File: src/verilog/soc_pkg.sv
package soc_pkg;

    localparam int ADDR_WIDTH = 32;
    localparam int DATA_WIDTH = 32;

    typedef logic [ADDR_WIDTH-1:0] addr_t;
    typedef logic [DATA_WIDTH-1:0] word_t;

    // ******************************
    // address map
    // ******************************

    localparam addr_t MEM_BASE  = 32'h0000_0000;
    localparam addr_t SYS_BASE  = 32'h1000_0000;
    localparam addr_t UART_BASE = 32'h2000_0000;
    localparam addr_t MEM_SPAN  = 32'h0100_0000;

    // register blocks decode a 16 byte window above their base.
    localparam addr_t REG_SPAN = 32'h0000_0010;

    localparam logic [3:0] SYS_SRST_OFS   = 4'h0;
    localparam logic [3:0] SYS_PAUSE_OFS  = 4'h4;
    localparam logic [3:0] SYS_STATUS_OFS = 4'h8;

    localparam logic [3:0] UART_TX_OFS     = 4'h0;
    localparam logic [3:0] UART_CFG_OFS    = 4'h4;
    localparam logic [3:0] UART_STATUS_OFS = 4'h8;

    // the same bus word means a tx byte or a configuration, by offset.
    typedef union packed {
        struct packed {
            logic [23:0] rsvd;
            logic [7:0]  data;
        } tx;
        struct packed {
            logic [14:0] rsvd;
            logic        enable;
            logic [15:0] divisor;
        } cfg;
    } uart_reg_t;

endpackage
File: src/verilog/bus_fabric.sv
module bus_fabric #(
    parameter int NO_MEMS   = 3,
    parameter int MEM_WORDS = 256
) (
    input  logic               clk,
    input  logic               rst_n,

    input  logic               bus_req,
    input  logic               bus_we,
    input  soc_pkg::addr_t     bus_addr,
    input  soc_pkg::word_t     bus_wdata,
    output logic               bus_rvalid,
    output soc_pkg::word_t     bus_rdata,
    output logic               bus_err,

    output logic [NO_MEMS-1:0] mem_req,
    input  soc_pkg::word_t     mem_rdata [NO_MEMS],
    input  logic [NO_MEMS-1:0] mem_pause_ack,

    output logic               sys_req,
    output logic               uart_req,
    input  soc_pkg::word_t     sys_rdata,
    input  soc_pkg::word_t     uart_rdata
);

    soc_pkg::addr_t     mem_off;
    soc_pkg::addr_t     mem_id;
    soc_pkg::addr_t     word_idx;
    logic               hit;
    logic [NO_MEMS-1:0] mem_sel_q;
    logic               sys_sel_q;
    logic               uart_sel_q;
    logic               err_q;
    logic               rvalid_q;

    // ******************************
    // request decode
    // ******************************

    assign mem_off  = bus_addr - soc_pkg::MEM_BASE;
    assign mem_id   = mem_off / soc_pkg::MEM_SPAN;
    assign word_idx = (mem_off % soc_pkg::MEM_SPAN) >> 2;

    // a paused memory or an offset past its size gets no strobe.
    always_comb begin
        mem_req = '0;
        for (int i = 0; i < NO_MEMS; i++) begin
            mem_req[i] = bus_req && (mem_id == soc_pkg::addr_t'(i))
                && (word_idx < MEM_WORDS) && !mem_pause_ack[i];
        end
    end

    assign sys_req  = bus_req && ((bus_addr - soc_pkg::SYS_BASE) < soc_pkg::REG_SPAN);
    assign uart_req = bus_req && ((bus_addr - soc_pkg::UART_BASE) < soc_pkg::REG_SPAN);
    assign hit      = (|mem_req) || sys_req || uart_req;

    // ******************************
    // response
    // ******************************

    // selects are kept for reads only so that writes return zero.
    always_ff @(posedge clk) begin
        if (!rst_n) begin
            rvalid_q   <= 1'b0;
            err_q      <= 1'b0;
            mem_sel_q  <= '0;
            sys_sel_q  <= 1'b0;
            uart_sel_q <= 1'b0;
        end else begin
            rvalid_q   <= bus_req;
            err_q      <= bus_req && !hit;
            mem_sel_q  <= mem_req & {NO_MEMS{!bus_we}};
            sys_sel_q  <= sys_req && !bus_we;
            uart_sel_q <= uart_req && !bus_we;
        end
    end

    always_comb begin
        bus_rdata = '0;
        for (int i = 0; i < NO_MEMS; i++) begin
            if (mem_sel_q[i]) begin
                bus_rdata = mem_rdata[i];
            end
        end
        if (sys_sel_q) begin
            bus_rdata = sys_rdata;
        end
        if (uart_sel_q) begin
            bus_rdata = uart_rdata;
        end
    end

    assign bus_rvalid = rvalid_q;
    assign bus_err    = err_q;

    assert property (@(posedge clk) disable iff (!rst_n)
        $onehot0({mem_req, sys_req, uart_req}));

    // write data goes to the targets directly and must be defined.
    assert property (@(posedge clk) disable iff (!rst_n)
        bus_req && bus_we |-> !$isunknown(bus_wdata));

endmodule

File: config.mk
export PLATFORM = sky130hd
export DESIGN_NAME = bus_fabric
export DESIGN_NICKNAME = d
export VERILOG_FILES = /design/src/verilog/soc_pkg.sv /design/src/verilog/bus_fabric.sv
export SDC_FILE = /design/constraint.sdc
export NUM_CORES = 1
export LEC_CHECK = 0
export BUFFER_PORTS_ARGS = -buffer_cell sky130_fd_sc_hd__buf_4
export CORE_AREA = 2 2 106 108
export CTS_CLUSTER_SIZE = 40
export DETAILED_ROUTE_END_ITERATION = 7
export DIE_AREA = 0 0 108 110
export PLACE_DENSITY = 0.5
export SYNTH_ARGS = -nofsm -noshare
export SYNTH_HDL_FRONTEND = slang
export SYNTH_SLANG_ARGS = --single-unit
File: constraint.sdc
create_clock -name clk -period 4.75 [get_ports clk]
set_clock_uncertainty 0.05 [all_clocks]
set_input_delay 0.95 -clock clk [delete_from_list [all_inputs] [get_ports clk]]
set_output_delay 0.95 -clock clk [all_outputs]
set_load 0.02 [all_outputs]
# ---- Yosys cells after proc, flatten, opt, wreduce, memory -nomap -nowiden
# Index checks and enable logic that the tools add are counted.
# Widths: inputs -> output; s select.
dict set report totals {
  reg_bits 7
  latch_bits 0
  ram_bits 0
  romBits 0
  output_inout_bits 39
  n_memories 0
}
dict set report classes {
  add_sub_neg 2
  n_mul 0
  n_div 0
  magnitude_cmp 3
  eq_ne 2
  shift 0
  mux 5
  bitwise_logic 1
  n_reduce_logical 23
}
# op count
set ops {}
lappend ops {{$mux 32} 5}
lappend ops {{$lt 32x5->1 const B} 2}
lappend ops {{$logic_not 32->1} 1}
lappend ops {{$sub 32x29->32 const B} 1}
lappend ops {{$sub 32x30->32 const B} 1}
lappend ops {{$lt 22x9->1 const B} 1}
lappend ops {{$logic_and 1x1->1} 14}
lappend ops {{$eq 8x1->1 const B} 1}
lappend ops {{$eq 8x2->1 const B} 1}
lappend ops {{$logic_not 1->1} 5}
lappend ops {{$and 3x3->3} 1}
lappend ops {{$reduce_or 3->1} 1}
lappend ops {{$logic_or 1x1->1} 2}

# ---- Longest topological paths before layout
dict set report depth {
  depth_word 9
  ltp_mapped 6
  depth_no_buf 6
}

# ---- Worst setup path after synthesis
# No wires, ideal clock.
dict set report synth_timing {
  path_kind {input to output}
  from {in bus_addr[29]}
  to {out uart_req}
  t_arrival_ns 2.150
  t_required_ns 3.750
  setup_slack_ns 1.600
  stages 4
  path_cell_list {inv_1 ha_1 or4b_1 nor4_2}
}
dict set report synth_via {
  elab_chain_len 3
}
# item line_no
set synth_lines {}
lappend synth_lines {{start: declaration} bus_fabric.sv:10} ;# input soc_pkg::addr_t bus_addr,
lappend synth_lines {{$sub 32x30->32} bus_fabric.sv:54} ;# assign uart_req = bus_req && ((bus_addr - soc_pkg::UART_BASE) < soc_pkg::REG_SPAN);
lappend synth_lines {{$lt 32x5->1} bus_fabric.sv:54}
lappend synth_lines {{$logic_and 1x1->1} bus_fabric.sv:54}
lappend synth_lines {{end: declaration} bus_fabric.sv:21} ;# output logic uart_req,
# No other way between the ends.

# ---- Worst setup path after layout
# Ends and elaborated chain as after synthesis.

==> out/summary.txt <==
Status - complete, no violations
Initial antenna violation count - 0
Core area - 0.0107 sq mm
CTS sink count - 7
Rel. slew slack - 0.217
Cells after synthesis - 269
Net count, final - 715
Design area - 0.00371 sq mm
DP Area - 0.00366 sq mm
Critical setup path kind - input port to primary output
Hold Fails Final Rpt - 0
Share of cells above drive strength 1 - 0.524
Chip width - 108 um
Hold_buf cts - 0
Share of the clock period used by the worst path - 0.699
Register area share after synthesis - 0.0771
WL/cell - 14.1 um
H-tree levels - 1
Vias in the first global route - 2672
CTS buffer count - 3
Post-synth top flop - dfxtp_1
Share of async-settable or async-resettable flops after synthesis - 0
Crit-path cells - buf_4 > inv_1 > ha_1 > or4b_1 > nor4_2 > buf_4
Worst-Margin Slew - 1.17 ns
Synth Net Count - 502
Pre-CTS WS - 1.43 ns
Max Root-Sink Buffers - 2
# setup viols final - 0
Cell taking the most area after synthesis - a21oi_1
Routed vias/inst - 4.66
Largest net degree at the start of global routing - 65
Pre-antenna DRT Iters - 4
Hold EP - mem_sel_q[1]
RSZ-0062 raised after global routing - false
Fillcell total - 1145
Drt total wl - 8770 um
Clock Tree Root - clkbuf_8
Commonest cells post-synth - 64 x a21oi_1, 34 x inv_1, 34 x nor2b_1, 32 x a211o_1, 31 x a221oi_1
DR DRC count - 0
Static leakage - 1.76 nW
Synth area leaders - a21oi_1 18%, a211o_1 15%, a221oi_1 15%
Most frequent cell after synthesis - a21oi_1
Initial Utilization - 0.170
1st-iter DRT viols - 135
Post-CTS setup buffers - 0
Final slew viol count - 0
Die ar. - 0.0119 sq mm
Die Y - 110 um
Slowest stage delay, CP - 0.44 ns
Antenna fix cells - 0
Min-Delay Path Class - input port to flip-flop
# rows - 38
Post-CTS sizing - 0
CTS tree - done
Hold Crit Start - bus_addr[25]
Fin crit period - 3.32 ns
Worst setup EP type - primary output
Via count - 2896
WP data arrival - 2.32 ns
Clock slew at the register clock pins of the worst setup and hold paths - 0.04 ns
GRT overflow - 0
Worst Path Required - 3.75 ns
Detailed Place HPWL - 6950 um
EDFF count, synth - 0
VDD IR max - 0.0598 mV
Most used cell, CP - buf_4
Routability cong. - 0.774
Unique masters post-synth - 29
CP max FO - 3
Hold depth - 2
First-pass GRT wire length - 12500 um
Warnings, synthesis - 0
Area share of the leading cell type in the synthesized netlist - 0.176
Seq cells post-synth - 7
GRT Total Usage - 0.128
Syn Std Cell Area - 0.00182 sq mm
Power Dens Cells - 77.8 mW/mm^2
Critical Path Slowest Stage Cell - or4b_1
Post-route setup slack - 1.43 ns
CP startpoint kind - input port
Routed Antenna Nets - 0
Max_cap viols - 0
Fin Setup TNS - 0 ns
# IOs - 270
Area Growth Syn to Fin - 104%
Avg Inst Size Synth - 6.75 sq um
IO Port Bufs - 233
Final Util - 0.346
Fmax - 301 MHz
-- power breakdown --
| group | switching, mW | total, mW | internal, mW |
|---|---|---|---|
| logic | 0.0399 | 0.148 | 0.108 |
| clock network | 0.0221 | 0.0798 | 0.0577 |
| registers | 0.000208 | 0.0602 | 0.0600 |
| total | 0.0622 | 0.288 | 0.226 |
-- state kept, by name (all words and copies together), names as in the netlist --
name	count
sys_sel_q	1
mem_sel_q	3
bus_err	1
bus_rvalid	1
uart_sel_q	1
-- metrics by stage --
step | power, mW | hold WS [ns] | cells
floorplan | 0.0782 | 0.979 | 269
global placement | 0.207 | 1.14 | 617
detailed placement | 0.211 | 1.14 | 617
CTS | 0.293 | 0.906 | 621
global route | 0.307 | 0.917 | 621
finish | 0.288 | 0.909 | 621
-- how the worst max path moves through the flow --
| stage | from | end | slack [ns] | cells past startpoint |
|---|---|---|---|---|
| 2_1_floorplan | bus_addr[29] | uart_req | 1.60 | 4 |
| 3_3_place_gp | bus_addr[29] | uart_req | 1.43 | 6 |
| 3_5_place_dp | bus_addr[29] | uart_req | 1.43 | 6 |
| 4_1_cts | bus_addr[29] | uart_req | 1.43 | 6 |
| 5_1_grt | mem_sel_q[0] | bus_rdata[30] | 1.26 | 6 |
| 6_report | bus_addr[29] | uart_req | 1.43 | 6 |
-- layer usage --
metal,up-vias,GRT usage,wire length [um],part of all wire
met3,2,0.0312,941,0.11
met1,1306,0.147,3390,0.39
li1,1439,-,-,-
met4,0,0.0137,12,0.0014
met5,-,0,0,0
met2,149,0.246,4420,0.50
-- layout make-up --
| type | instances | area [sq um] | area share |
|---|---|---|---|
| timing repair buffer | 236 | 1770 | 0.478 |
| inverter | 34 | 128 | 0.0344 |
| multi-input combinational | 200 | 1440 | 0.389 |
| clock buffer | 4 | 45.0 | 0.0122 |
| sequential | 7 | 144 | 0.0388 |
| tap | 140 | 175 | 0.0473 |
-- cell families after synthesis --
family / Yosys count / share of synthesized area
fa+ha+maj: 2 / 0.0138
flops: 7 / 0.0771
simple gates: 66 / 0.277
xor+xnor: 2 / 0.00964
compound gates: 130 / 0.492
buf+inv: 62 / 0.130
-- worst max-delay path: cells and delay by family --
kind          cells  cell delay [ns]
fa+ha+maj         1             0.27
buf+inv           3             0.36
simple gates      2             0.74
-- placed cells by master, fill, tap and decap left out --
| master | Yosys | routed |
|---|---|---|
| ha_1 | 2 | 2 |
| and2_1 | 1 | 1 |
| nor3_1 | 4 | 4 |
| nand3_2 | 1 | 1 |
| nand4_4 | 1 | 1 |
| nand2b_1 | 3 | 3 |
| nor4_4 | 4 | 4 |
| nor4_1 | 5 | 5 |
| inv_1 | 34 | 34 |
| or2_2 | 1 | 1 |
| clkbuf_1 | 22 | 1 |
| buf_4 | 0 | 236 |
| dfxtp_1 | 7 | 4 |
| nand4_1 | 1 | 1 |
| nor2b_1 | 34 | 33 |
| xor2_1 | 1 | 1 |
| xnor2_1 | 1 | 1 |
| a21oi_1 | 64 | 64 |
| a221oi_1 | 31 | 31 |
| nand3b_1 | 1 | 1 |
| nor2b_2 | 0 | 1 |
| nor4_2 | 2 | 2 |
| nor2_1 | 3 | 3 |
| o31ai_1 | 1 | 1 |
| a211o_1 | 32 | 32 |
| nand3_1 | 1 | 1 |
| clkbuf_8 | 0 | 3 |
| dfxtp_2 | 0 | 3 |
| and3b_1 | 3 | 3 |
| a211oi_1 | 2 | 2 |
| or4b_1 | 1 | 1 |
(Power assumes the default switching activity.)
