[src/verilog/soc_pkg.sv]
package soc_pkg;

    localparam int ADDR_WIDTH = 32;
    localparam int DATA_WIDTH = 32;

    typedef logic [ADDR_WIDTH-1:0] addr_t;
    typedef logic [DATA_WIDTH-1:0] word_t;

    // ******************************
    // address map
    // ******************************

    localparam addr_t MEM_BASE  = 32'h0000_0000;
    localparam addr_t SYS_BASE  = 32'h1000_0000;
    localparam addr_t UART_BASE = 32'h2000_0000;
    localparam addr_t MEM_SPAN  = 32'h0100_0000;

    // register blocks decode a 16 byte window above their base.
    localparam addr_t REG_SPAN = 32'h0000_0010;

    localparam logic [3:0] SYS_SRST_OFS   = 4'h0;
    localparam logic [3:0] SYS_PAUSE_OFS  = 4'h4;
    localparam logic [3:0] SYS_STATUS_OFS = 4'h8;

    localparam logic [3:0] UART_TX_OFS     = 4'h0;
    localparam logic [3:0] UART_CFG_OFS    = 4'h4;
    localparam logic [3:0] UART_STATUS_OFS = 4'h8;

    // the same bus word means a tx byte or a configuration, by offset.
    typedef union packed {
        struct packed {
            logic [23:0] rsvd;
            logic [7:0]  data;
        } tx;
        struct packed {
            logic [14:0] rsvd;
            logic        enable;
            logic [15:0] divisor;
        } cfg;
    } uart_reg_t;

endpackage
[src/verilog/sys_ctrl.sv]
module sys_ctrl #(
    parameter int NO_MEMS = 3
) (
    input  logic               clk,
    input  logic               rst_n,

    input  logic               req,
    input  logic               we,
    input  logic [3:0]         offset,
    input  soc_pkg::word_t     wdata,
    output soc_pkg::word_t     rdata,

    input  logic               pause_req,
    output logic               pause_ack,

    output logic [NO_MEMS-1:0] mem_srst,
    output logic [NO_MEMS-1:0] mem_pause_req,
    input  logic [NO_MEMS-1:0] mem_pause_ack
);

    logic [NO_MEMS-1:0] pause_mask;
    logic               wr_srst;
    logic               wr_pause;
    soc_pkg::word_t     status;

    assign wr_srst  = req && we && (offset == soc_pkg::SYS_SRST_OFS);
    assign wr_pause = req && we && (offset == soc_pkg::SYS_PAUSE_OFS);

    // the system request pauses every memory on top of its own mask bit.
    assign mem_pause_req = pause_mask | {NO_MEMS{pause_req}};
    assign pause_ack     = &mem_pause_ack;

    always_comb begin
        status                = '0;
        status[NO_MEMS-1:0]   = mem_pause_ack;
        status[31]            = pause_ack;
    end

    always_ff @(posedge clk) begin
        if (!rst_n) begin
            pause_mask <= '0;
        end else if (wr_pause) begin
            pause_mask <= wdata[NO_MEMS-1:0];
        end
    end

    // a set mask bit gives a single cycle clear to that memory.
    // bits already pulsing are not extended by a back-to-back write.
    always_ff @(posedge clk) begin
        if (!rst_n) begin
            mem_srst <= '0;
        end else if (wr_srst) begin
            mem_srst <= wdata[NO_MEMS-1:0] & ~mem_srst;
        end else begin
            mem_srst <= '0;
        end
    end

    always_ff @(posedge clk) begin
        if (req) begin
            case (offset)
                soc_pkg::SYS_PAUSE_OFS:  rdata <= soc_pkg::word_t'(pause_mask);
                soc_pkg::SYS_STATUS_OFS: rdata <= status;
                default:                 rdata <= '0;
            endcase
        end
    end

    assert property (@(posedge clk) disable iff (!rst_n)
        (mem_srst & $past(mem_srst)) == '0);

endmodule

[config.mk]
export PLATFORM = sky130hd
export DESIGN_NAME = sys_ctrl
export DESIGN_NICKNAME = d
export VERILOG_FILES = /design/src/verilog/soc_pkg.sv /design/src/verilog/sys_ctrl.sv
export SDC_FILE = /design/constraint.sdc
export NUM_CORES = 1
export LEC_CHECK = 0
export BUFFER_PORTS_ARGS = -buffer_cell sky130_fd_sc_hd__buf_2
export CORE_MARGIN = 5
export CORE_UTILIZATION = 34
export DETAILED_ROUTE_END_ITERATION = 10
export GPL_TIMING_DRIVEN = 0
export PLACE_DENSITY = 0.93
export SETUP_SLACK_MARGIN = 0.2
export SYNTH_ARGS = -nofsm -noshare
export SYNTH_HDL_FRONTEND = slang
export SYNTH_SLANG_ARGS = --single-unit
[constraint.sdc]
create_clock -name clk -period 1.56 [get_ports clk]
set_input_delay 0.312 -clock clk [delete_from_list [all_inputs] [get_ports clk]]
set_output_delay 0.312 -clock clk [all_outputs]
set_load 0.02 [all_outputs]
### Yosys cells after proc, flatten, opt, wreduce, memory -nomap -nowiden

Index checks and enable logic that the tools add are counted.
Widths: inputs -> output; s select.

| storage, ports and cells | value |
|---|---|
| bits in registers | 38 |
| input bits | 44 |
| output and inout port bits | 39 |
| word-level logic and storage cells | 15 |

| cells by class | value |
|---|---|
| equal/unequal tests | 2 |
| mux-type cells | 1 |
| bitwise logic cells | 3 |
| reduce and logical (&&, ||, !) cells | 6 |

Operator list:

| operator | count |
|---|---|
| $pmux 32 s2 | 1 |
| $eq 4x3->1 const B | 1 |
| $eq 4x4->1 const B | 1 |
| $logic_not 4->1 | 1 |
| $and 3x3->3 | 1 |
| $logic_and 1x1->1 | 3 |
| $not 3->3 | 1 |
| $or 3x3->3 | 1 |
| $reduce_and 3->1 | 1 |
| $reduce_and 2->1 | 1 |

### Longest topological paths before layout

| logic depth | value |
|---|---|
| word-level depth | 3 |
| depth in mapped cells | 4 |

### Least setup slack after synthesis

OpenSTA, ideal clock, no wires.

| path | value |
|---|---|
| kind | in2reg |
| start point | in mem_pause_ack[2] |
| end point | reg rdata[31] (data pin) |
| arrival time | 0.744 ns |
| required time | 1.305 ns |
| setup slack | 0.561 ns |
| cell stages on the path | 2 |
| buffers on the path | 0 |
| cells stage by stage | and3_1 -> and3_1 |

| between the ends | value |
|---|---|
| word-level cells in the longest chain between the ends | 2 |

Ends and longest elaborated chain:

| item | line | source |
|---|---|---|
| start, declared | sys_ctrl.sv:18 | `input logic [NO_MEMS-1:0] mem_pause_ack` |
| $reduce_and 3->1 | sys_ctrl.sv:31 | `assign pause_ack = &mem_pause_ack;` |
| $pmux 32 s2 | sys_ctrl.sv:61 | `case (offset)` |
| end signal, assigned | sys_ctrl.sv:62 | `soc_pkg::SYS_PAUSE_OFS: rdata <= soc_pkg::word_t'(pause_mask);` |
| end signal, assigned | sys_ctrl.sv:63 | `soc_pkg::SYS_STATUS_OFS: rdata <= status;` |
| end, declared | sys_ctrl.sv:11 | `output soc_pkg::word_t rdata,` |

Every way passes these cells.
A chain may end at the register's enable or synchronous reset.

### Worst setup path in the final report

| path | value |
|---|---|
| start point | reg pause_mask[0] |
| end point | out mem_pause_req[0] |

| between the ends | value |
|---|---|
| word-level cells in the longest chain between the ends | 1 |

Ends and longest elaborated chain:

| item | line | source |
|---|---|---|
| start, declared | sys_ctrl.sv:21 | `logic [NO_MEMS-1:0] pause_mask;` |
| start signal, assigned | sys_ctrl.sv:43 | `pause_mask <= wdata[NO_MEMS-1:0];` |
| $or 3x3->3 | sys_ctrl.sv:30 | `assign mem_pause_req = pause_mask \| {NO_MEMS{pause_req}};` |
| end, declared | sys_ctrl.sv:17 | `output logic [NO_MEMS-1:0] mem_pause_req,` |

Every way passes these cells.

==> out/metrics.json <==
{
  "final_max_slew_viol_count": {"value": 0},
  "ys_seq_area_share": {"value": 35.9, "unit": "%"},
  "worst_ep_arrival_time": {"value": 1.01, "unit": "ns"},
  "final-setup-viol-count": {"value": 0},
  "drtIter0Drc": {"value": 2},
  "routedWlPerCell": {"value": 9.72, "unit": "um"},
  "crit_type": {"value": "flop to output pin"},
  "cts_setup_buffers": {"value": 0},
  "drt_pass1_iterations": {"value": 4},
  "gpl.final_weighted_congestion": {"value": 0.751},
  "final.fill_count": {"value": 194},
  "netlist_top_cells_count": {"value": "sky130_fd_sc_hd__buf_4, sky130_fd_sc_hd__dfxtp_1, sky130_fd_sc_hd__nand2_1"},
  "timing.hold.worst.start": {"value": "wdata[1]"},
  "critPathRequiredTime": {"value": 1.25, "unit": "ns"},
  "hold_path_depth": {"value": 3},
  "synth_top_area_cell": {"value": "sky130_fd_sc_hd__buf_4"},
  "worst_setup_path_end_kind": {"value": "output pin"},
  "synth_top_cell_area_share": {"value": 31.4, "unit": "%"},
  "insertedDiodeCount": {"value": 0},
  "cts_tree": {"value": "done"},
  "min_period_over_period": {"value": 84.8, "unit": "%"},
  "reg2regPathDepth": {"value": 2},
  "start_util": {"value": 34.8, "unit": "%"},
  "synth-warning-count": {"value": 0},
  "syn_avg_cell_area": {"value": 9.70, "unit": "um2"},
  "power.density": {"value": 669, "unit": "nW/um2"},
  "synthesis.area": {"value": 669, "unit": "um2"},
  "area_of_the_multi_input_gates": {"value": 309, "unit": "um2"},
  "utilization": {"value": 50.9, "unit": "%"},
  "buffer_depth_of_the_longest_clock_path": {"value": 2},
  "min-delay-path-class": {"value": "primary input to flop"},
  "synth_instances": {"value": 69},
  "timing_hold_violations_final": {"value": 0},
  "die_area": {"value": 2960, "unit": "um2"},
  "async_flop_share": {"value": 0, "unit": "%"},
  "antenna_left": {"value": 0},
  "total_power": {"value": 654, "unit": "uW"},
  "dp_worst_setup_slack": {"value": 0.371, "unit": "ns"},
  "r2r-start": {"value": "pause_mask[1]$_SDFFE_PN0P_"},
  "setup_ws_post_layout": {"value": 0.237, "unit": "ns"},
  "crit_start": {"value": "pause_mask[0]$_SDFFE_PN0P_"},
  "grt_pass1_vias": {"value": 535},
  "grt_max_degree": {"value": 8},
  "route.detailed.vias_per_inst": {"value": 3.63},
  "ys_seq_elements": {"value": 10},
  "peakVddDrop": {"value": 0.297, "unit": "mV"},
  "clock.fmax": {"value": 756, "unit": "MHz"},
  "leakage": {"value": 0.000537, "unit": "uW"},
  "drt-total-wl": {"value": 1480, "unit": "um"},
  "dieWidth": {"value": 54.4, "unit": "um"},
  "synth.top_cells.by_area": {"value": "sky130_fd_sc_hd__buf_4, sky130_fd_sc_hd__dfxtp_1, sky130_fd_sc_hd__edfxtp_1"},
  "post-route-min-period": {"value": 1.32, "unit": "ns"},
  "drv_cap": {"value": 0},
  "ctsHtreeMaxLevel": {"value": 1},
  "clock_latency": {"value": 0.26, "unit": "ns"},
  "numCtsBuffers": {"value": 3},
  "rsz0062_at_grt": {"value": "yes"},
  "finish.net_count": {"value": 170},
  "post-synth-top-count-cell": {"value": "sky130_fd_sc_hd__buf_4"},
  "area.growth.synth_to_final": {"value": 46.2, "unit": "%"},
  "cts-root-buf": {"value": "sky130_fd_sc_hd__clkbuf_4"},
  "sequential_standard_cell_area": {"value": 244, "unit": "um2"},
  "clock-sinks": {"value": 10},
  "setup_tns": {"value": 0, "unit": "ns"},
  "routed-via-count": {"value": 552},
  "gr-usage-all-layers": {"value": 9.96, "unit": "%"},
  "drt_drc_violations_left": {"value": 0},
  "cts.reportedPaths.clkPinSlew": {"value": 0.06, "unit": "ns"},
  "grt_pass1_wl": {"value": 2050, "unit": "um"},
  "drive_above_1_share": {"value": 52.8, "unit": "%"},
  "num_rows": {"value": 16},
  "grt_remaining_overflow": {"value": 0},
  "critical_path_peak_fanout": {"value": 3},
  "fp.dieH": {"value": 54.4, "unit": "um"},
  "grt_antenna_before_repair": {"value": 0},
  "synth_edf_count": {"value": 4},
  "clock-skew-final": {"value": 0.00567, "unit": "ns"},
  "timing.critical_path.from_type": {"value": "flop"},
  "core_area": {"value": 1920, "unit": "um2"},
  "yosys.cell_types.count": {"value": 18},
  "numPortBuffers": {"value": 25},
  "synth_ff_type": {"value": "sky130_fd_sc_hd__dfxtp_1"},
  "io-pin-count": {"value": 83},
  "outcome": {"value": "finished, final reports clean"},
  "hold_slack": {"value": 0.313, "unit": "ns"}
}
## path summary, 6_finish.rpt
path / end / slack [ns]
worst min register to register: mem_srst[2]$_SDFF_PN0_ / 0.42
worst max register to register: rdata[1]$_DFFE_PP_ / 0.77
worst max-delay path: mem_pause_req[0] / 0.24
worst min-delay path: pause_mask[1]$_SDFFE_PN0P_ / 0.31
## flip-flops by register name, indices dropped and copies added, names as in the netlist
signal,cells
mem_srst,3
pause_mask,3
rdata,4
## worst max-delay path, stage by stage (launching register included)
cell,delay [ns]
sky130_fd_sc_hd__dfxtp_2,0.32
sky130_fd_sc_hd__or2_2,0.30
sky130_fd_sc_hd__buf_6,0.14
## metal layers
layer | track usage (%) | part of all wire, %
met1 | 8.70 | 32
met2 | 18.3 | 53
met3 | 5.18 | 14
met4 | 4.98 | 1.3
met5 | 0 | 0
## cell usage in the layout, fill, tap and decap left out, types with 3 or more instances in the layout
cell type,Yosys,routed
sky130_fd_sc_hd__dfxtp_2,0,3
sky130_fd_sc_hd__conb_1,1,28
sky130_fd_sc_hd__a22oi_1,3,3
sky130_fd_sc_hd__buf_6,1,4
sky130_fd_sc_hd__or2_2,3,3
sky130_fd_sc_hd__dfxtp_1,6,3
sky130_fd_sc_hd__edfxtp_1,4,4
sky130_fd_sc_hd__mux2i_1,3,3
sky130_fd_sc_hd__buf_4,28,28
sky130_fd_sc_hd__clkbuf_4,0,3
sky130_fd_sc_hd__nor3_1,3,3
sky130_fd_sc_hd__nor3b_1,3,3
sky130_fd_sc_hd__buf_2,0,22
sky130_fd_sc_hd__nand2_1,6,6
## logic make-up after synthesis
family / synth area share, %
buffers and inverters: 33.1
muxes: 4.49
and+or+nand+nor: 22.6
DFF: 35.9
AOI/OAI and AO/OA: 3.36
other: 0.560
## where the power goes
| part | total (uW) | internal, uW | switching [uW] |
|---|---|---|---|
| sequential | 278 | 276 | 1.28 |
| clock | 180 | 98.6 | 81.9 |
| combinational | 196 | 84.4 | 112 |
| total | 654 | 459 | 195 |
## per-stage QoR
stage | instances | area, um2
after floorplan | 96 | 771
after global placement | 148 | 930
after detailed placement | 148 | 930
after CTS | 152 | 956
after global routing | 152 | 978
final | 152 | 978
## layout make-up
class / count / share of cell area (%)
buffer: 29 / 22.6
clock buffer: 4 / 2.69
multi-input combinational: 57 / 31.6
sequential: 10 / 24.9
timing repair buffer: 25 / 14.7
tap: 27 / 3.45
## timing repair
| action | 4_1_cts | 5_1_grt |
|---|---|---|
| hold buffers | 0 | 0 |
| gates resized for setup | 0 | 9 |
| setup endpoints to repair | 0 | 3 |
(Power assumes the default switching activity.)
