`src/verilog/soc_pkg.sv`:
```
package soc_pkg;

    localparam int ADDR_WIDTH = 32;
    localparam int DATA_WIDTH = 32;

    typedef logic [ADDR_WIDTH-1:0] addr_t;
    typedef logic [DATA_WIDTH-1:0] word_t;

    // ******************************
    // address map
    // ******************************

    localparam addr_t MEM_BASE  = 32'h0000_0000;
    localparam addr_t SYS_BASE  = 32'h1000_0000;
    localparam addr_t UART_BASE = 32'h2000_0000;
    localparam addr_t MEM_SPAN  = 32'h0100_0000;

    // register blocks decode a 16 byte window above their base.
    localparam addr_t REG_SPAN = 32'h0000_0010;

    localparam logic [3:0] SYS_SRST_OFS   = 4'h0;
    localparam logic [3:0] SYS_PAUSE_OFS  = 4'h4;
    localparam logic [3:0] SYS_STATUS_OFS = 4'h8;

    localparam logic [3:0] UART_TX_OFS     = 4'h0;
    localparam logic [3:0] UART_CFG_OFS    = 4'h4;
    localparam logic [3:0] UART_STATUS_OFS = 4'h8;

    // the same bus word means a tx byte or a configuration, by offset.
    typedef union packed {
        struct packed {
            logic [23:0] rsvd;
            logic [7:0]  data;
        } tx;
        struct packed {
            logic [14:0] rsvd;
            logic        enable;
            logic [15:0] divisor;
        } cfg;
    } uart_reg_t;

endpackage
```
`src/verilog/uart.sv`:
```
module uart (
    input  logic           clk,
    input  logic           rst_n,

    input  logic           req,
    input  logic           we,
    input  logic [3:0]     offset,
    input  soc_pkg::word_t wdata,
    output soc_pkg::word_t rdata,

    output logic           tx,
    input  logic           rx
);

    soc_pkg::uart_reg_t wreg;
    soc_pkg::uart_reg_t cfg_view;
    logic               cfg_en;
    logic [15:0]        cfg_div;
    logic               uart_on;
    logic               tx_start;
    logic               status_rd;

    logic               tx_busy;
    logic [8:0]         tx_shift;
    logic [3:0]         tx_bits;
    logic [15:0]        tx_cnt;

    logic [1:0]         rx_sync;
    logic               rx_busy;
    logic [3:0]         rx_bits;
    logic [15:0]        rx_cnt;
    logic               rx_mid;
    logic               rx_done;
    logic [7:0]         rx_shift;
    logic [7:0]         rx_data;
    logic               rx_valid;

    assign wreg      = wdata;
    assign uart_on   = cfg_en && (cfg_div != '0);
    assign tx_start  = req && we && (offset == soc_pkg::UART_TX_OFS) && uart_on && !tx_busy;
    assign status_rd = req && !we && (offset == soc_pkg::UART_STATUS_OFS);

    always_comb begin
        cfg_view             = '0;
        cfg_view.cfg.enable  = cfg_en;
        cfg_view.cfg.divisor = cfg_div;
    end

    always_ff @(posedge clk) begin
        if (!rst_n) begin
            cfg_en  <= 1'b0;
            cfg_div <= '0;
        end else if (req && we && (offset == soc_pkg::UART_CFG_OFS)) begin
            cfg_en  <= wreg.cfg.enable;
            cfg_div <= wreg.cfg.divisor;
        end
    end

    // ******************************
    // transmitter
    // ******************************

    // the start bit goes out at once, the stop bit is the last shifted one.
    always_ff @(posedge clk) begin
        if (!rst_n || !uart_on) begin
            tx      <= 1'b1;
            tx_busy <= 1'b0;
            tx_bits <= '0;
            tx_cnt  <= '0;
        end else if (tx_start) begin
            tx       <= 1'b0;
            tx_busy  <= 1'b1;
            tx_shift <= {1'b1, wreg.tx.data};
            tx_bits  <= 4'd9;
            tx_cnt   <= '0;
        end else if (tx_busy) begin
            if (tx_cnt == cfg_div - 16'd1) begin
                tx_cnt <= '0;
                if (tx_bits == '0) begin
                    tx_busy <= 1'b0;
                end else begin
                    tx       <= tx_shift[0];
                    tx_shift <= {1'b1, tx_shift[8:1]};
                    tx_bits  <= tx_bits - 4'd1;
                end
            end else begin
                tx_cnt <= tx_cnt + 16'd1;
            end
        end
    end

    // ******************************
    // receiver
    // ******************************

    always_ff @(posedge clk) begin
        if (!rst_n) begin
            rx_sync <= 2'b11;
        end else begin
            rx_sync <= {rx_sync[0], rx};
        end
    end

    assign rx_mid  = rx_busy && (rx_cnt == (cfg_div >> 1));
    assign rx_done = rx_mid && (rx_bits == 4'd9) && rx_sync[1];

    // bit 0 is the start bit, 1 to 8 carry data and 9 is the stop bit.
    always_ff @(posedge clk) begin
        if (!rst_n || !uart_on) begin
            rx_busy <= 1'b0;
            rx_bits <= '0;
            rx_cnt  <= '0;
        end else if (!rx_busy) begin
            rx_busy <= !rx_sync[1];
            rx_bits <= '0;
            rx_cnt  <= '0;
        end else begin
            if (rx_cnt == cfg_div - 16'd1) begin
                rx_cnt  <= '0;
                rx_bits <= rx_bits + 4'd1;
            end else begin
                rx_cnt <= rx_cnt + 16'd1;
            end
            if (rx_mid) begin
                if ((rx_bits == '0 && rx_sync[1]) || rx_bits == 4'd9) begin
                    rx_busy <= 1'b0;
                end else if (rx_bits != '0) begin
                    rx_shift <= {rx_sync[1], rx_shift[7:1]};
                end
            end
        end
    end

    // a byte arriving in the same cycle as a status read stays valid.
    always_ff @(posedge clk) begin
        if (!rst_n) begin
            rx_valid <= 1'b0;
            rx_data  <= '0;
        end else if (rx_done) begin
            rx_valid <= 1'b1;
            rx_data  <= rx_shift;
        end else if (status_rd) begin
            rx_valid <= 1'b0;
        end
    end

    always_ff @(posedge clk) begin
        if (req) begin
            case (offset)
                soc_pkg::UART_CFG_OFS:    rdata <= cfg_view;
                soc_pkg::UART_STATUS_OFS: rdata <= {22'd0, rx_valid, tx_busy, rx_data};
                default:                  rdata <= '0;
            endcase
        end
    end

    // outside a frame the line rests high, and a disabled UART is never busy.
    assert property (@(posedge clk) disable iff (!rst_n) !tx_busy |-> tx);

endmodule

```
`config.mk`:
```
export PLATFORM = sky130hd
export DESIGN_NAME = uart
export DESIGN_NICKNAME = d
export VERILOG_FILES = /design/src/verilog/soc_pkg.sv /design/src/verilog/uart.sv
export SDC_FILE = /design/constraint.sdc
export NUM_CORES = 1
export LEC_CHECK = 0
export BUFFER_PORTS_ARGS = -buffer_cell sky130_fd_sc_hd__buf_4
export CAP_MARGIN = 40
export CORE_UTILIZATION = 50
export CTS_CLUSTER_SIZE = 28
export DETAILED_ROUTE_END_ITERATION = 10
export HOLD_SLACK_MARGIN = 0.05
export MAX_ROUTING_LAYER = met4
export PLACE_DENSITY = 0.7
export SYNTH_ARGS = -nofsm -noshare
export SYNTH_HDL_FRONTEND = slang
export SYNTH_SLANG_ARGS = --single-unit
export TNS_END_PERCENT = 30
```
`constraint.sdc`:
```
create_clock -name clk -period 6.73 [get_ports clk]
set_clock_uncertainty 0.1 [all_clocks]
set_input_delay 0.673 -clock clk [delete_from_list [all_inputs] [get_ports clk]]
set_output_delay 0.673 -clock clk [all_outputs]
set_load 0.1 [all_outputs]
```
### Yosys cells after proc, flatten, opt, wreduce, memory -nomap -nowiden

Index checks and enable logic that the tools add are counted.
Widths: inputs -> output; s select.

* reductions and logical operators: 34
* bitwise gates (word level): 4
* add/subtract/negate cells: 5
* mux-type cells: 23
* equality and inequality tests: 7

Operators with widths (count)
* $pmux 17 s2: 1
* $add 16x1->16 const B: 2
* $eq 16x16->1: 2
* $mux 9: 3
* $eq 16x15->1: 1
* $mux 16: 1
* $mux 4: 4
* $reduce_bool 16->1: 1
* $sub 16x1->16 const B: 1
* $mux 1: 13
* $logic_and 1x1->1: 12
* $logic_not 4->1: 3
* $eq 4x4->1 const B: 2
* $mux 8: 1
* $reduce_and 3->1: 2
* $reduce_bool 2->1: 3
* $logic_not 1->1: 5
* $reduce_and 5->1: 1
* $add 4x1->4 const B: 1
* $eq 4x3->1 const B: 1
* $not 1->1: 4
* $reduce_and 4->1: 1
* $reduce_bool 4->1: 1
* $reduce_or 2->1: 2
* 4 further kinds: 5

* input bits: 41
* flip-flop bits (word level): 120
* output and inout bits: 33

### Depth between registers and ports, before layout

* word-level depth: 6
* mapped depth: 12
* mapped depth without buffers: 9

### Worst setup path before layout

No wires, ideal clock.

* path kind: register to register
* from: register cfg_div[1]
* to: register tx_shift[0] (enable)
* required time: 6255 ps
* arrival time: 3121 ps
* period minus slack after synthesis: 3596 ps
* setup time: 375 ps
* buffers on the path: 3
* stages on the path, launching flop included: 12
* setup slack: 3134 ps
* path through: dfxtp_1 clkbuf_1 inv_1 ha_1 or3b_1 clkbuf_1 o22a_1 nor4_1 o2111ai_2 or4b_1 buf_2 a21oi_1

* word-level cells in the longest chain between the ends: 6
* elaborated cells between the ends (all ways): 13
* classes of those cells: 1 x add/sub; 2 x eq/ne; 1 x bitwise; 9 x reduce/logical

Ends and longest elaborated chain
* from (decl): line uart.sv:18 `logic [15:0] cfg_div;`
* from (signal assigned): line uart.sv:55 `cfg_div <= wreg.cfg.divisor;`
* parallel branches: the longest is 5 deep, another holds $sub 16x1->16
* $reduce_and 4->1 (no source line) (*)
* to (signal assigned): line uart.sv:73 `tx_shift <= {1'b1, wreg.tx.data};`
* to (signal assigned): line uart.sv:83 `tx_shift <= {1'b1, tx_shift[8:1]};`
* to (decl): line uart.sv:24 `logic [8:0] tx_shift;`

Mark *: on every way between the ends.
A chain may end at the register's enable or synchronous reset.

### Worst setup path in the final report

* from: register cfg_div[0]
* to: register tx_shift[2] (enable)

The elaborated chain is that of the path after synthesis.

==> metrics.cfg <==
[yosys]
synth_top_family_by_area=simple AND/OR/NAND/NOR gates
synth_edf_count=33
yosysSeqAreaShare_pct=41.67
synth_flop_cell=dfxtp_1
synthMuxAreaShare_pct=3.415
synthCells=643
ys_ff_latch=104
yosys_warnings=0
synth_xor_area_share_pct=11.32
yosys.area_share.simple_pct=24.51
async_reset_ff_share_pct=0
ys_types=69
syn_area_sq_um=5789
synth-adder-area-share_pct=1.729
avgSynthCellArea_sq_um=9.004
synth_compound_area_share_pct=10.89

[route]
wl_um=13270
routed.top_layer=met4
vias=4550
vias_per_cell=5.688
first_iter_violations=218
drt_pass1_iterations=5
post_drt_wl_per_cell_um=16.58
drcViolationCount=0
met3_length_um=639
antenna_left=0
route.met2.wl_um=6205
met1_length_um=6114

[hold_path]
hp-class=reg2reg
hold_start=rx_sync[0]

[critical_path]
critPathArrivalTime_ps=4020
crit_path_frequent_cell=a21oi_1
worst_path_largest_cell_delay_ps=710
r2r-start=cfg_div[0]
path_cells=inv_1 > ha_1 > nor3b_2 > nand4_1 > xor2_1 > nor4b_1 > a21oi_1 > or4b_1 > a21oi_1
crit_start=cfg_div[0]
cp_max_fo=9
path_buf_inv=1
crit_type=reg2reg
required_ps=6620
critPathTopFamily=simple AND/OR/NAND/NOR gates
startpoint_type=register
slowest_stage=a21oi_1
cp-end-kind=register

[placed_design]
post-place-ws_ps=2597
hpwl_um=9673
globalplace.congestion=0.8959
port_buffers=43
dpl_cell_area_sq_um=6075

[finish]
design_area_sq_um=6386
final_common_cell=nand2_1
fill_cells=993
nNetsFinal=704
seqCellArea_sq_um=2412
final_cell_mix=nand2_1, dfxtp_1, buf_4
multi_input_area_sq_um=3065
drive_gt1_share_pct=12.58
n_antenna_cell=0
finish.utilization_pct=57.65
area_growth_pct=10.31

[clock_network]
clock_latency_ps=360
cts_tree=yes
cts.clk_slew.worst_paths_ps=70
cts-buffers-inserted=9
postCtsSetupRepairBufs=0
cts_resized=0
cts_max_level=3
cts.path.max_buffers=2
clock-sinks=104
holdBufCountCts=0
cts_root_buf=clkbuf_16

[sta]
setup_viol=0
fin_ws_ps=2594
fmax_mhz=241.8
worst_pin_slew_ps=814.3
relSlewSlack_pct=45.71
rsz0062_at_grt=no
finalCritPeriodShare_pct=61.45
hold_viol=0
fin_setup_tns_ps=0
finalCriticalPeriod_ps=4136
final-max-slew-violation-count=0

[run_status]
status=finished, final reports clean

[floorplanning]
ios=74
rows=38
die_h_um=109.6
die_area_sq_um=12010
start_util_pct=52.26
core_area_sq_um=11080
die_w_um=109.6

[power_and_ir_drop]
p_leak_nw=2.471
power-per-cell-area_nw_per_um2=207.6
vdd_drop_max_v=0.0001548

[global_routing]
grt_overflow=0
antenna_found_initial=0
grt_pass1_wl_um=21440
grt_max_degree=31
grt_pass1_vias=4257
grtUsageTotal_pct=24.62

[flow_run]
drv_cap=0

[layout make-up]
class | count | area share, %
multi-input combinational | 475 | 48.00
sequential | 104 | 37.77
timing repair buffer | 48 | 5.603
clock buffer | 9 | 3.527
tap | 140 | 2.743
clock inverter | 7 | 1.352
inverter | 17 | 0.9992
[cells in the mapped netlist (2+ instances only)]
library cell | count | share of area [%]
nand2_1 | 84 | 5.4
dfxtp_1 | 71 | 25
xor2_1 | 43 | 6.5
nor2_1 | 42 | 2.7
edfxtp_1 | 33 | 17
clkbuf_1 | 32 | 2.1
xnor2_1 | 30 | 4.5
nor3_1 | 26 | 2.2
a21boi_0 | 18 | 2.3
nand3_1 | 18 | 1.6
and3_1 | 17 | 1.8
nor2b_1 | 17 | 1.8
inv_1 | 16 | 1.0
mux2i_1 | 16 | 2.8
buf_4 | 15 | 1.9
a21oi_1 | 14 | 1.2
nand4_1 | 13 | 1.4
o21ai_0 | 12 | 1.0
a22o_1 | 11 | 1.7
nand2b_1 | 11 | 1.2
nor4_1 | 11 | 1.2
buf_2 | 9 | 0.78
ha_1 | 8 | 1.7
and2_1 | 5 | 0.54
nand3b_1 | 4 | 0.52
and4_1 | 3 | 0.45
nor4b_1 | 3 | 0.45
o211ai_1 | 3 | 0.39
o41ai_1 | 3 | 0.45
or2_2 | 3 | 0.32
or3_1 | 3 | 0.32
a211o_1 | 2 | 0.30
a311oi_1 | 2 | 0.30
a31o_2 | 2 | 0.30
a31oi_1 | 2 | 0.22
buf_1 | 2 | 0.13
clkbuf_2 | 2 | 0.17
mux2_2 | 2 | 0.39
nand4b_1 | 2 | 0.30
nor3_2 | 2 | 0.35
o2111a_1 | 2 | 0.39
or4_4 | 2 | 0.39
[metal layers]
metal	vias to the layer above	global-route usage [%]
met2	120	38.01
met5	-	-
met1	2164	31.30
met4	0	10.10
li1	2236	-
met3	30	5.394
[sequential cells by signal, summed over array words and instances (netlist names), 2 cells and up]
signal,flops
cfg_div,16
rdata,17
rx_bits,4
rx_cnt,16
rx_data,8
rx_shift,8
rx_sync,2
tx_bits,4
tx_cnt,16
tx_shift,8
[worst register-to-register path, delay by kind of cell (launching register included)]
kind | cells | cell delay (ps)
AO/OA/AOI/OAI | 2 | 880
XOR/XNOR | 1 | 240
AND/OR/NAND/NOR | 4 | 1660
flip-flops | 1 | 460
adder cells (fa/ha/maj) | 1 | 280
buffers and inverters | 1 | 150
[cells by family (layout without fill, tap and decap cells)]
| logic type | Yosys count | count (layout) |
|---|---|---|
| muxes | 19 | 19 |
| buffers and inverters | 78 | 81 |
| DFF | 104 | 104 |
| other | 1 | 15 |
| AOI/OAI and AO/OA | 85 | 85 |
| xor gates and xnor gates | 74 | 74 |
| adders and majority gates | 8 | 8 |
| and+or+nand+nor | 274 | 274 |
[path summary, 6_finish.rpt]
check / slack [ps] / endpoint / cells past startpoint
setup reg to reg: 2590 / tx_shift[2] / 9
hold / removal: 320 / rx_sync[1] / 1
hold reg to reg: 320 / rx_sync[1] / 1
setup / recovery: 2590 / tx_shift[2] / 9
[where the power goes]
| part | switching, W | total, W | internal [W] |
|---|---|---|---|
| clock | 0.000231 | 0.000553 | 0.000322 |
| combinational | 0.0000915 | 0.000120 | 0.0000287 |
| sequential | 0.00000413 | 0.000653 | 0.000649 |
[stage by stage]
stage                     instances  hold slack [ps]   power, W
after floorplan                 657            286.3  0.0007649
after global placement          780            302.5  0.0007847
after detailed placement        784            295.5  0.0007864
after CTS                       800            316.8   0.001335
after global routing            800            354.9   0.001366
final                           800            316.3   0.001326
Power figures use the tool's default switching activity.
